[src/verilog/rename_pkg.sv]
`default_nettype none

package rename_pkg;

    // register file sizes
    localparam int AREG_W   = 5;                  // architectural index width
    localparam int PREG_W   = 6;                  // physical tag width
    localparam int NUM_AREG = 32;
    localparam int NUM_PREG = 64;
    localparam int NUM_FREE = NUM_PREG - NUM_AREG; // tags not mapped at reset
    localparam int ROB_W    = 5;                  // reorder buffer number width

    // free list pointer and occupancy widths
    localparam int FL_PTR_W = $clog2(NUM_FREE);
    localparam int FL_CNT_W = $clog2(NUM_FREE) + 1; // count runs 0..NUM_FREE

    // opcodes without a destination write
    localparam logic [6:0] OP_STORE  = 7'b0100011;
    localparam logic [6:0] OP_BRANCH = 7'b1100011;
    localparam logic [6:0] OP_NOP    = 7'b0000000;

    typedef logic [AREG_W-1:0] areg_t;
    typedef logic [PREG_W-1:0] preg_t;

    // decoded instruction as handed over by decode
    typedef struct packed {
        logic [6:0]  opcode;
        areg_t       sr1;
        areg_t       sr2;
        areg_t       dr;
        logic        has_imm;
        logic [31:0] imm;
    } dec_inst_t;

    // renamed micro-op sent towards dispatch
    typedef struct packed {
        logic [ROB_W-1:0] rob_num;
        preg_t            src1_p;
        preg_t            src2_p;
        logic             dst_valid;   // dst_p is freshly allocated
        preg_t            dst_p;
        preg_t            old_dst_p;   // freed again at retirement
        logic             has_imm;
        logic [31:0]      imm;
        logic [6:0]       opcode;
    } ren_uop_t;

    // true when the instruction needs a new physical register
    function automatic logic writes_dest(input dec_inst_t i);
        logic no_dst_op;
        no_dst_op = (i.opcode == OP_STORE) || (i.opcode == OP_BRANCH) ||
                    (i.opcode == OP_NOP);
        return !no_dst_op && (i.dr != '0); // x0 is hardwired, never renamed
    endfunction

endpackage

`default_nettype wire
[src/verilog/rename_unit.sv]
`timescale 1ns/100ps
`default_nettype none

module rename_unit (
    input  wire                   clk,
    input  wire                   rstn,
    input  wire                   in_valid,
    input  rename_pkg::dec_inst_t inst,
    input  wire                   retire_valid,
    input  rename_pkg::preg_t     retire_tag,   // old_dst_p of the retiring op
    output logic                  out_valid,
    output rename_pkg::ren_uop_t  uop,
    output logic                  stall
);
    import rename_pkg::*;

    logic  alloc;
    preg_t free_tag;
    logic  fl_empty;

    areg_t rat_sr1;
    areg_t rat_sr2;
    areg_t rat_dr;
    preg_t src1_p;
    preg_t src2_p;
    preg_t old_p;

    logic  rat_we;
    areg_t rat_wr_idx;
    preg_t rat_wr_p;

    free_list u_free_list (
        .clk           (clk),
        .rstn          (rstn),
        .alloc         (alloc),
        .free_tag      (free_tag),
        .empty         (fl_empty),
        .release_valid (retire_valid),   // retirement pushes directly
        .release_tag   (retire_tag)
    );

    rat u_rat (
        .clk     (clk),
        .rstn    (rstn),
        .rd1_idx (rat_sr1),
        .rd2_idx (rat_sr2),
        .rd3_idx (rat_dr),
        .rd1_p   (src1_p),
        .rd2_p   (src2_p),
        .rd3_p   (old_p),
        .wr_en   (rat_we),
        .wr_idx  (rat_wr_idx),
        .wr_p    (rat_wr_p)
    );

    rename_stage u_rename_stage (
        .clk        (clk),
        .rstn       (rstn),
        .in_valid   (in_valid),
        .inst       (inst),
        .stall      (stall),
        .out_valid  (out_valid),
        .uop        (uop),
        .alloc      (alloc),
        .free_tag   (free_tag),
        .fl_empty   (fl_empty),
        .rat_sr1    (rat_sr1),
        .rat_sr2    (rat_sr2),
        .rat_dr     (rat_dr),
        .src1_p     (src1_p),
        .src2_p     (src2_p),
        .old_p      (old_p),
        .rat_we     (rat_we),
        .rat_wr_idx (rat_wr_idx),
        .rat_wr_p   (rat_wr_p)
    );

endmodule

`default_nettype wire

[src/verilog/rename_stage.sv]
`timescale 1ns/100ps
`default_nettype none

module rename_stage (
    input  wire                   clk,
    input  wire                   rstn,
    // from decode
    input  wire                   in_valid,
    input  rename_pkg::dec_inst_t inst,
    output logic                  stall,
    // to dispatch
    output logic                  out_valid,
    output rename_pkg::ren_uop_t  uop,
    // free list
    output logic                  alloc,
    input  rename_pkg::preg_t     free_tag,
    input  wire                   fl_empty,
    // alias table lookups
    output rename_pkg::areg_t     rat_sr1,
    output rename_pkg::areg_t     rat_sr2,
    output rename_pkg::areg_t     rat_dr,
    input  rename_pkg::preg_t     src1_p,
    input  rename_pkg::preg_t     src2_p,
    input  rename_pkg::preg_t     old_p,
    // alias table update
    output logic                  rat_we,
    output rename_pkg::areg_t     rat_wr_idx,
    output rename_pkg::preg_t     rat_wr_p
);
    import rename_pkg::*;

    logic             need_dst;   // instruction writes a real destination
    logic             accept;
    logic [ROB_W-1:0] rob_cnt_q;  // next reorder buffer number

    assign need_dst = writes_dest(inst);

    // retirement in this cycle is not seen, empty means wait
    assign stall  = in_valid && need_dst && fl_empty;
    assign accept = in_valid && !stall;

    // lookups run every cycle straight off the instruction
    assign rat_sr1 = inst.sr1;
    assign rat_sr2 = inst.sr2;
    assign rat_dr  = inst.dr;

    // pop and table write share the acceptance edge
    assign alloc      = accept && need_dst;
    assign rat_we     = alloc;
    assign rat_wr_idx = inst.dr;
    assign rat_wr_p   = free_tag;

    always_ff @(posedge clk) begin
        if (!rstn) begin
            out_valid <= 1'b0;
            rob_cnt_q <= '0;
        end else begin
            out_valid <= accept;                 // one pulse per instruction
            if (accept) begin
                rob_cnt_q <= rob_cnt_q + 1'b1;   // wraps at 32
            end
        end
    end

    // micro-op payload, only loaded on acceptance
    always_ff @(posedge clk) begin
        if (accept) begin
            uop.rob_num   <= rob_cnt_q;
            uop.src1_p    <= src1_p;
            uop.src2_p    <= src2_p;
            uop.dst_valid <= need_dst;
            if (need_dst) begin
                uop.dst_p     <= free_tag;
                uop.old_dst_p <= old_p;     // returned to the free list on retire
            end else begin
                uop.dst_p     <= old_p;     // current mapping, nothing allocated
                uop.old_dst_p <= '0;
            end
            uop.has_imm   <= inst.has_imm;
            uop.imm       <= inst.imm;
            uop.opcode    <= inst.opcode;
        end
    end

endmodule

`default_nettype wire

[src/verilog/rat.sv]
`timescale 1ns/100ps
`default_nettype none

module rat (
    input  wire                clk,
    input  wire                rstn,
    input  rename_pkg::areg_t  rd1_idx,   // source 1
    input  rename_pkg::areg_t  rd2_idx,   // source 2
    input  rename_pkg::areg_t  rd3_idx,   // destination, old mapping
    output rename_pkg::preg_t  rd1_p,
    output rename_pkg::preg_t  rd2_p,
    output rename_pkg::preg_t  rd3_p,
    input  wire                wr_en,
    input  rename_pkg::areg_t  wr_idx,
    input  rename_pkg::preg_t  wr_p
);
    import rename_pkg::*;

    preg_t map_q [NUM_AREG];   // architectural -> physical

    // reads see the table before this edge's write
    assign rd1_p = map_q[rd1_idx];
    assign rd2_p = map_q[rd2_idx];
    assign rd3_p = map_q[rd3_idx];

    always_ff @(posedge clk) begin
        if (!rstn) begin
            for (int i = 0; i < NUM_AREG; i++) begin
                map_q[i] <= preg_t'(i);   // identity mapping
            end
        end else if (wr_en) begin
            map_q[wr_idx] <= wr_p;        // x0 never arrives here
        end
    end

endmodule

`default_nettype wire

[src/verilog/free_list.sv]
`timescale 1ns/100ps
`default_nettype none

module free_list (
    input  wire                clk,
    input  wire                rstn,
    input  wire                alloc,          // pop on this edge
    output rename_pkg::preg_t  free_tag,       // head of the queue
    output logic               empty,
    input  wire                release_valid,  // push on this edge
    input  rename_pkg::preg_t  release_tag
);
    import rename_pkg::*;

    preg_t               fifo_q [NUM_FREE];   // circular storage of free tags
    logic [FL_PTR_W-1:0] head_q;              // next tag to hand out
    logic [FL_PTR_W-1:0] tail_q;              // next slot to fill
    logic [FL_CNT_W-1:0] count_q;             // tags currently free

    logic pop;
    logic push;

    assign pop  = alloc;          // rename never pops when empty
    assign push = release_valid;

    assign free_tag = fifo_q[head_q];
    assign empty    = (count_q == '0);

    // storage, filled with tags 32..63 in order at reset
    always_ff @(posedge clk) begin
        if (!rstn) begin
            for (int i = 0; i < NUM_FREE; i++) begin
                fifo_q[i] <= preg_t'(NUM_AREG + i);
            end
        end else if (push) begin
            fifo_q[tail_q] <= release_tag;
        end
    end

    // pointers wrap naturally, NUM_FREE is a power of two
    always_ff @(posedge clk) begin
        if (!rstn) begin
            head_q <= '0;
            tail_q <= '0;          // queue starts full, tail meets head
        end else begin
            if (pop) begin
                head_q <= head_q + 1'b1;
            end
            if (push) begin
                tail_q <= tail_q + 1'b1;
            end
        end
    end

    // occupancy, a simultaneous pop and push cancel out
    always_ff @(posedge clk) begin
        if (!rstn) begin
            count_q <= FL_CNT_W'(NUM_FREE);
        end else begin
            case ({push, pop})
                2'b10:   count_q <= count_q + 1'b1;
                2'b01:   count_q <= count_q - 1'b1;
                default: count_q <= count_q;
            endcase
        end
    end

endmodule

`default_nettype wire

[config.mk]
export PLATFORM = sky130hd
export DESIGN_NAME = rename_unit
export DESIGN_NICKNAME = d
export VERILOG_FILES = /design/src/verilog/rename_pkg.sv /design/src/verilog/rename_unit.sv /design/src/verilog/rename_stage.sv /design/src/verilog/rat.sv /design/src/verilog/free_list.sv
export SDC_FILE = /design/constraint.sdc
export NUM_CORES = 1
export LEC_CHECK = 0
export ABC_CLOCK_PERIOD_IN_PS = 4600
export BUFFER_PORTS_ARGS = -buffer_cell sky130_fd_sc_hd__buf_2
export CORE_MARGIN = 4
export CORE_UTILIZATION = 45
export DETAILED_ROUTE_END_ITERATION = 8
export GPL_ROUTABILITY_DRIVEN = 1
export GPL_TIMING_DRIVEN = 0
export PLACE_DENSITY = 0.73
export SYNTH_ARGS = -nofsm -noshare
export SYNTH_HDL_FRONTEND = slang
export SYNTH_SLANG_ARGS = --single-unit
[constraint.sdc]
create_clock -name clk -period 4.6 [get_ports clk]
set_input_delay 0.92 -clock clk [delete_from_list [all_inputs] [get_ports clk]]
set_output_delay 0.92 -clock clk [all_outputs]
set_load 0.03 [all_outputs]
# Yosys cells after proc, flatten, opt, wreduce, memory -nomap -nowiden
# Memories as Yosys holds them, arrays and structs flattened. A register that Yosys moved wholly into a read port is not among the register bits.
# Cells that the tools add are included.
dict set report word_totals {
  in_bits 65
  out_inout_bits 72
  memories 2
  ramBits 384
  register_bits 80
}
# name words width read_ports rd_clocked_by_memory_dff write_ports line
set memory_table {}
lappend memory_table {u_free_list.fifo_q 32 6 1 1 32 free_list.sv:15} ;# preg_t fifo_q [NUM_FREE];
lappend memory_table {u_rat.map_q 32 6 3 2 32 rat.sv:19} ;# preg_t map_q [NUM_AREG];
dict set report classes {
  muxes 17
  n_eq_ne 4
  reduce_logical 15
  n_addsub 5
}
# operator count
set ops {}
lappend ops {{2-to-1 mux 5 bit} 4}
lappend ops {{adder 5 x 1 -> 5 bit, second input constant} 3}
lappend ops {{2-to-1 mux 12 bit} 1}
lappend ops {{2-to-1 mux 6 bit} 2}
lappend ops {{case mux 6 bit (2 select lines)} 1}
lappend ops {{OR reduction 6 bit} 2}
lappend ops {{2-to-1 mux 1 bit} 9}
lappend ops {{equality test 7 x 6 -> 1 bit, second input constant} 1}
lappend ops {{equality test 7 bit, second input constant} 1}
lappend ops {{logical NOT 7 bit} 1}
lappend ops {{adder 6 x 1 -> 6 bit, second input constant} 1}
lappend ops {{logical NOT 6 bit} 1}
lappend ops {{subtractor 6 x 1 -> 6 bit, second input constant} 1}
lappend ops {{logical AND 1 bit} 5}
lappend ops {{nonzero test 5 bit} 1}
lappend ops {{equality test 2 x 1 -> 1 bit, second input constant} 1}
lappend ops {{equality test 2 bit, second input constant} 1}
lappend ops {{logical NOT 1 bit} 2}
lappend ops {{logical OR 1 bit} 2}
lappend ops {{nonzero test 2 bit} 1}

# Logic depth before layout (Yosys ltp)
# Gate-level depths: netlist of the first run.
dict set report logic_depth {
  ltp_word 15
  mapped_depth 12
  depth_no_buf 10
}

# Cells and area by module
# Synthesis of the first run repeated with hierarchy kept, for this count alone.
dict set report unflattened {
  hier_cells 1702
  hier_area_um2 24941.4
}
# module instances cells_each area_per_inst_um2 seq_area_each_um2
set modules_own_cells {}
lappend modules_own_cells {rat 1 746 12074.1 5765.5}
lappend modules_own_cells {free_list 1 802 10024.6 6185.9}
lappend modules_own_cells {rename_stage 1 154 2842.7 2222.1}

# Least setup slack after synthesis of the first run
# No wires, ideal clock.
dict set report synth_timing {
  path_kind {input to register}
  start {in inst[37] in the netlist's numbering}
  end {reg u_rename_stage.rob_cnt_q[3]}
  arrival_time_ps 3617
  n_path_buf 1
  path_stages 6
  t_required_ps 4468
  slack_ps 851
  setup_ps 132
  path_cell_list {or3_1 -> or3_1 -> clkbuf_1 -> a41oi_4 -> a31o_2 -> a21oi_1}
}
dict set report synth_via {
  elab_chain_cells 6
}
# item line
set synth_lines {}
lappend synth_lines {{from (decl)} rename_unit.sv:8} ;# input rename_pkg::dec_inst_t inst,
lappend synth_lines {{nonzero test 5 bit} rename_pkg.sv:53} ;# return !no_dst_op && (i.dr != '0);
lappend synth_lines {{logical AND 1 bit} rename_pkg.sv:53}
lappend synth_lines {{logical AND 1 bit (2 in series)} rename_stage.sv:39} ;# assign stall = in_valid && need_dst && fl_empty;
lappend synth_lines {{logical NOT 1 bit} rename_stage.sv:40} ;# assign accept = in_valid && !stall;
lappend synth_lines {{logical AND 1 bit} rename_stage.sv:40}
lappend synth_lines {{via u_rename_stage.accept} rename_stage.sv:33} ;# logic accept;
lappend synth_lines {{to (signal assigned)} rename_stage.sv:60} ;# rob_cnt_q <= rob_cnt_q + 1'b1;
lappend synth_lines {{to (decl)} rename_stage.sv:34} ;# logic [ROB_W-1:0] rob_cnt_q;
# The timed path passes the listed nets, and every way through them passes these cells.
# A chain may end at the register's enable or synchronous reset.

# Worst setup path in the final report of the first run
dict set report layout_timing {
  start {in inst[53] in the netlist's numbering}
  end {out stall}
}
dict set report layout_via {
  elab_chain_cells 7
  word_cells_on_any_way 9
  classes_between {eq/ne: 2; reduce/logical: 7}
}
# item line
set layout_lines {}
lappend layout_lines {{equality test 7 x 6 -> 1 bit / equality test 7 bit (equally long branches)} rename_pkg.sv:51} ;# no_dst_op = (i.opcode == OP_STORE) || (i.opcode == OP_BRANCH) ||
lappend layout_lines {{logical OR 1 bit} rename_pkg.sv:51}
lappend layout_lines {{logical OR 1 bit *} rename_pkg.sv:51}
lappend layout_lines {{logical NOT 1 bit *} rename_pkg.sv:53}
lappend layout_lines {{logical AND 1 bit *} rename_pkg.sv:53}
lappend layout_lines {{via u_rename_stage.need_dst} rename_stage.sv:32} ;# logic need_dst;
lappend layout_lines {{logical AND 1 bit * (2 in series)} rename_stage.sv:39}
lappend layout_lines {{to (decl)} rename_unit.sv:13} ;# output logic stall
# Mark *: on every way through the listed nets, which the timed path passes. The rest lies on a longest branch.

==> flow_summary_export.csv, run 1 <==
group,metric,value,unit
global_route,globalRouteTotalUtil,25.5,%
worst_setup_path,cp_cell_sequence,"buf_2, and3_1, o21ai_0, clkbuf_1, nand2_1, inv_2, and3_1, buf_2",
pwr,p_leak,0.00867,µW
sta,slew_headroom,29.9,%
synth,netlist_top_cells_area,"sky130_fd_sc_hd__edfxtp_1 (56%), sky130_fd_sc_hd__mux4_2 (17%), sky130_fd_sc_hd__nand2_1 (3.4%)",
synth,yosysSeqAreaShare,58.6,%
job,cap_violations,0,
global_route,antenna_violations_before_repair,1,
sta,finalSetupTns,0,ns
layout,finish.cell_count_without_fillers,2622,
worst_setup_path,timing.critical_path.required,3.68,ns
pwr,power_density,389,nW/µm²
detailed_routing,routedLengthMet1,26.3,mm
synth,avgSynthCellArea,14.2,µm²
synth,yosys.area_share.adder,0.652,%
global_route,grt_max_degree,32,
synth,synth_compound_gate_area_share,2.91,%
worst_setup_path,critPathCaptureType,"output port",
floorplanning,die_width,240,µm
sta,unrepaired_setup_endpoints_after_global_routing,"false",
pwr,power.ir.vdd_worst,353,µV
sta,final-setup-viol-count,0,
synth,yosysMostFrequentCell,"sky130_fd_sc_hd__edfxtp_1",
synth,dominant_combinational_cell_family_by_area_after_synthesis,"multiplexers",
outcome,run_status,"complete, no violations",
synth,post_synth_num_cell_types,51,
detailed_routing,wire_per_inst,28.2,µm
detailed_routing,dr.pass1.iters,6,
synth,synth.cells.most_frequent,"sky130_fd_sc_hd__edfxtp_1 (454), sky130_fd_sc_hd__nand2_1 (222), sky130_fd_sc_hd__nor2_1 (196)",
detailed_routing,detailroute.wirelength.met3,9.36,mm
clock_network,cts.htree.levels,2,
detailed_routing,post_drt_via_cell_ratio,6.38,
placement,post-dp-hpwl,54.5,mm
clock_network,cts_post_setup_buffers_inserted,0,
pwr,design_power_total,10700,µW
worst_setup_path,critPathLaunchType,"input port",
layout,layout-drive-gt1-share,24.9,%
detailed_routing,highest-signal-layer,"met4",
synth,post-synth-top-area-cell,"sky130_fd_sc_hd__edfxtp_1",
detailed_routing,drc_violation_count_after_routing,0,
worst_setup_path,worst_ep_arrival_time,3.35,ns
global_route,grt_first_pass_wirelength,107,mm
sta,max_clock_freq,234,MHz
detailed_routing,route.final.wire_length,73.9,mm
synth,yosysWarningCount,0,
worst_setup_path,crit_slowest_cell,"sky130_fd_sc_hd__o21ai_0",
synth,synth-simple-area-share,12.6,%
layout,layout.filler_cells,4346,
synth,synth_seq_cells,481,
clock_network,cts_tree,"yes",
synth,postSynth.topFlopCell,"sky130_fd_sc_hd__edfxtp_1",
worst_hold_path,timing.hold.worst.class,"reg -> reg",
clock_network,clk_root_buffer_cell,"sky130_fd_sc_hd__clkbuf_16",
worst_setup_path,critical_path_class,"in -> out",
synth,synth_mux_area_share,21.1,%
clock_network,tritoncts_num_sinks,481,
sta,final.setup_skew,0.0279,ns
global_route,grt.overflow.total,0,
sta,final_min_period_over_clock_period,92.8,%
sta,setup_ws,0.330,ns
placement,placedInstanceArea,25800,µm²
layout,fin_nets,1968,
synth,synth-xor-area-share,0.362,%
synth,synthDominantCellAreaShare,56.4,%
worst_setup_path,max_stage_delay,0.61,ns
layout,antenna_cells_inserted,0,
floorplanning,floorplan.die.height,240,µm
clock_network,cts_max_path_buffers,3,
clock_network,cts_hold_repair.buffers,0,
sta,hold_viol,0,
floorplanning,die-area,57500,µm²
placement,pre_cts_slack,0.300,ns
worst_setup_path,critPathMaxFanout,10,
floorplanning,initial_utilization,45.7,%
synth,synthArstFlopShare,0,%
detailed_routing,routed-wl-met2,33.7,mm
global_route,first_global_vias,16520,
floorplanning,rows,84,
placement,placement.io_buffers,128,
clock_network,clk-insertion-delay-late,0.62,ns
layout,postLayoutCellArea,27500,µm²
synth,synth.cell_area,24200,µm²
placement,finalWeightedCongestion,1.03,
detailed_routing,final_antenna_net_count,0,
synth,synth-edff-count,454,
synth,synth_cells,1702,
clock_network,total_clock_buffers_created_by_cts,51,
floorplanning,boundaryPins,137,
clock_network,post_cts_resized,0,
sta,max_slew.worst_pin.slew,1.04,ns
sta,final-max-slew-violation-count,0,
layout,area_growth,13.6,%
floorplanning,core-area,52900,µm²
clock_network,clk_transition_reported_paths,0.06,ns
sta,period_minus_slack,4.27,ns
detailed_routing,num_vias,16728,
detailed_routing,drt-initial-drc-count,2722,
placement,dpl.cell_count,2526,
-- critical path: cells and delay by family --
family,cells,cell delay [ns]
buffers and inverters,4,1.10
AO/OA/AOI/OAI,1,0.61
AND/OR/NAND/NOR,3,0.72
-- final cells by class --
type / count / area [µm²] / share of cell area (%)
Inverter: 13 / 48.8 / 0.178
Tap cell: 688 / 861 / 3.13
Timing Repair Buffer: 131 / 708 / 2.58
Buffer: 157 / 850 / 3.09
Clock inverter: 27 / 320 / 1.17
Sequential cell: 481 / 14200 / 51.6
Clock buffer: 69 / 1380 / 5.04
Multi-Input combinational cell: 1056 / 9130 / 33.2
-- layer usage --
metal  track usage (%)  up-vias
met3              5.56      242
li1                  -     6917
met4              13.7        0
met5                 0        -
met1              33.9     8282
met2              39.8     1287
-- cell families (layout without fill, tap and decap cells) --
group	after synthesis	after routing
AO/OA/AOI/OAI	100	100
XOR/XNOR	10	10
flip-flops	481	481
AND/OR/NAND/NOR	662	662
buffers and inverters	170	397
adder cells (fa/ha/maj)	12	12
multiplexers	266	266
other	1	6
-- registers in the layout (all words and copies together), names as in the netlist, named ones only --
signal	cells
u_free_list.count_q	6
u_free_list.fifo_q	192
u_free_list.head_q	5
u_free_list.tail_q	5
u_rat.map_q	192
u_rename_stage.out_valid	1
u_rename_stage.rob_cnt_q	5
u_rename_stage.uop	70
-- metrics by stage --
| step | utilization, % | hold slack [ns] |
|---|---|---|
| 6_report | 52.0 | 0.431 |
| 5_1_grt | 52.0 | 0.441 |
| 4_1_cts | 52.0 | 0.434 |
| 3_5_place_dp | 48.8 | 0.419 |
| 3_3_place_gp | 48.6 | 0.415 |
| 2_1_floorplan | - | 0.408 |
-- worst paths after layout --
| kind | start | end | slack [ns] | depth (start not counted) |
|---|---|---|---|---|
| min | u_rename_stage.rob_cnt_q[4] | u_rename_stage.uop[69] | 0.43 | 0 |
| max reg2reg | u_free_list.count_q[3] | u_free_list.count_q[5] | 1.19 | 11 |
| min reg2reg | u_rename_stage.rob_cnt_q[4] | u_rename_stage.uop[69] | 0.43 | 0 |
| max | inst[53] | stall | 0.33 | 8 |
-- where the power goes --
part | internal (µW) | switching, µW
sequential | 4950 | 78.9
combinational | 490 | 953
clock | 2460 | 1770
-- layout by cell type (no fill, tap or decap), types with 24 or more instances in the layout --
master / n
sky130_fd_sc_hd__nor2_1: 196
sky130_fd_sc_hd__clkbuf_1: 104
sky130_fd_sc_hd__nand2_1: 222
sky130_fd_sc_hd__mux4_2: 186
sky130_fd_sc_hd__mux2i_1: 62
sky130_fd_sc_hd__nand3_1: 33
sky130_fd_sc_hd__and2_1: 31
sky130_fd_sc_hd__o21ai_0: 24
sky130_fd_sc_hd__and3_1: 27
sky130_fd_sc_hd__clkbuf_16: 51
sky130_fd_sc_hd__or3_1: 68
sky130_fd_sc_hd__a22oi_1: 24
sky130_fd_sc_hd__buf_2: 143
sky130_fd_sc_hd__nor3_1: 33
sky130_fd_sc_hd__dfxtp_1: 27
sky130_fd_sc_hd__edfxtp_1: 454
Power figures use the tool's default switching activity.
==> run 2, diff against run 1 <==
Settings changed: PLACE_DENSITY 0.73 to 0.61.
==> run 2 against run 1 <==
Critical path depth is the same. Global-route usage grew 1.7 points. Die area is the same. Sequential power is essentially flat. Clock power shrank 0.9%. Sequential share of layout area is essentially flat. Maximum frequency grew 1.9%. First-iteration DRC count shrank 27%. Largest cell class unchanged.
==> flow_summary_export.csv, run 2 (synthesized netlist as in run 1, its figures left out) <==
group,metric,value,unit
outcome,run_status,"complete, no violations",
floorplanning,initial_utilization,45.7,%
floorplanning,core-area,52900,µm²
placement,post-dp-hpwl,58.1,mm
sta,final_min_period_over_clock_period,91.1,%
worst_setup_path,worst_ep_arrival_time,3.27,ns
detailed_routing,route.final.wire_length,78.2,mm
floorplanning,die-area,57500,µm²
worst_setup_path,critPathCaptureType,"output port",
floorplanning,boundaryPins,137,
floorplanning,die_width,240,µm
sta,setup_ws,0.410,ns
clock_network,cts_post_setup_buffers_inserted,0,
detailed_routing,drt-initial-drc-count,1986,
floorplanning,rows,84,
detailed_routing,wire_per_inst,29.9,µm
sta,period_minus_slack,4.19,ns
layout,layout.cells.most_common_list,"sky130_fd_sc_hd__edfxtp_1 (454), sky130_fd_sc_hd__nand2_1 (222), sky130_fd_sc_hd__nor2_1 (196)",
worst_setup_path,timing.critical_path.to,"stall",
sta,slew_headroom,23.6,%
job,cap_violations,0,
placement,finalWeightedCongestion,1.06,
global_route,grt.overflow.total,0,
clock_network,clk-insertion-delay-late,0.63,ns
clock_network,total_clock_buffers_created_by_cts,52,
clock_network,post_cts_resized,0,
pwr,power.ir.vdd_worst,289,µV
clock_network,cts_max_path_buffers,3,
clock_network,tritoncts_num_sinks,481,
worst_setup_path,timing.rr.start,"u_free_list.count_q[0]",
clock_network,cts_hold_repair.buffers,0,
sta,final.setup_skew,0.0427,ns
layout,mostFrequentLayoutCell,"sky130_fd_sc_hd__edfxtp_1",
clock_network,clk_root_buffer_cell,"sky130_fd_sc_hd__clkbuf_16",
sta,worst_hold_check_slack,0.446,ns
layout,reg_top3,"u_free_list.fifo_q (192), u_rat.map_q (192), u_rename_stage.uop (70)",
floorplanning,floorplan.die.height,240,µm
global_route,grt_first_pass_wirelength,113,mm
sta,unrepaired_setup_endpoints_after_global_routing,"false",
global_route,grt_max_degree,28,
detailed_routing,dr.pass1.iters,5,
worst_setup_path,timing.reg2reg.setup_slack,1.26,ns
worst_setup_path,critPathMaxFanout,10,
global_route,first_global_vias,16315,
clock_network,cts.htree.levels,2,
placement,placement.io_buffers,128,
sta,final-setup-viol-count,0,
detailed_routing,drc_violation_count_after_routing,0,
layout,fin_nets,1969,
detailed_routing,post_drt_via_cell_ratio,6.30,
pwr,p_leak,0.00866,µW
detailed_routing,final_antenna_net_count,0,
detailed_routing,num_vias,16489,
global_route,globalRouteTotalUtil,27.3,%
worst_setup_path,critical_path_class,"in -> out",
worst_setup_path,timing.critical_path.required,3.68,ns
worst_hold_path,worstHoldPathCells,0,
clock_network,cts_tree,"yes",
worst_setup_path,critPathLaunchType,"input port",
layout,layout-drive-gt1-share,24.9,%
placement,pre_cts_slack,0.210,ns
worst_setup_path,r2r_cell_count,11,
sta,final-max-slew-violation-count,0,
layout,area_growth,13.5,%
sta,max_clock_freq,239,MHz
sta,max_slew.worst_pin.slew,1.13,ns
pwr,power_density,389,nW/µm²
worst_setup_path,rr_endpoint,"u_free_list.count_q[5]",
clock_network,clk_transition_reported_paths,0.06,ns
global_route,antenna_violations_before_repair,2,
worst_setup_path,worst_setup_path_startpoint,"inst[53]",
sta,hold_viol,0,
worst_hold_path,timing.hold.worst.class,"reg -> reg",
[run 2: power by group]
| group | switching, µW | internal, µW | leakage, µW |
|---|---|---|---|
| registers | 79.8 | 4950 | 0.00419 |
| clock network | 1770 | 2420 | 0.000818 |
| logic | 962 | 491 | 0.00365 |
| total | 2810 | 7860 | 0.00866 |
[run 2: worst max-delay path: stages]
cell and delay, ns:
sky130_fd_sc_hd__buf_2 0.12, sky130_fd_sc_hd__and3_1 0.17, sky130_fd_sc_hd__o21ai_0 0.61, sky130_fd_sc_hd__clkbuf_1 0.45, sky130_fd_sc_hd__nand2_1 0.33, sky130_fd_sc_hd__inv_2 0.26
sky130_fd_sc_hd__and3_1 0.18, sky130_fd_sc_hd__buf_2 0.22
[run 2: worst min-delay path by stage]
stage | startpoint | end | slack [ns]
after floorplan | u_rename_stage.rob_cnt_q[4] | u_rename_stage.uop[69] | 0.41
after global placement | u_rename_stage.rob_cnt_q[4] | u_rename_stage.uop[69] | 0.42
after detailed placement | u_rename_stage.rob_cnt_q[4] | u_rename_stage.uop[69] | 0.43
after CTS | inst[32] | u_rename_stage.uop[39] | 0.44
after global routing | inst[21] | u_rename_stage.uop[28] | 0.44
final | u_rename_stage.rob_cnt_q[4] | u_rename_stage.uop[69] | 0.45
[run 2: cell type report]
class,instances,area (µm²)
Multi-Input combinational cell,1056,9130
Clock buffer,63,1340
Tap cell,688,861
Timing Repair Buffer,131,716
Buffer,157,850
Antenna cell,1,2.50
Sequential cell,481,14200
Clock inverter,29,335
Fill cell,4500,25400
Inverter,13,48.8
[run 2: metal layers]
metal,track usage (%),share of wire [%],up-vias,wire length (µm)
li1,-,-,6909,-
met1,36.0,38,8441,29800
met2,44.9,48,926,37700
met3,5.20,9.1,211,7150
met4,10.9,4.7,2,3660
met5,0,0.022,-,17
[run 2: stage by stage]
stage                     setup TNS (ns)  std cells  utilization [%]  cell area (µm²)  power (µW)
after global routing                   0       2618             51.9            27500       11000
after detailed placement               0       2526             48.8            25800        6560
final                                  0       2619             51.9            27500       10700
after CTS                              0       2618             51.9            27500       10700
after global placement            -12.18       2523             48.6            25700        6530
after floorplan                        0       1707                -            24200        5980
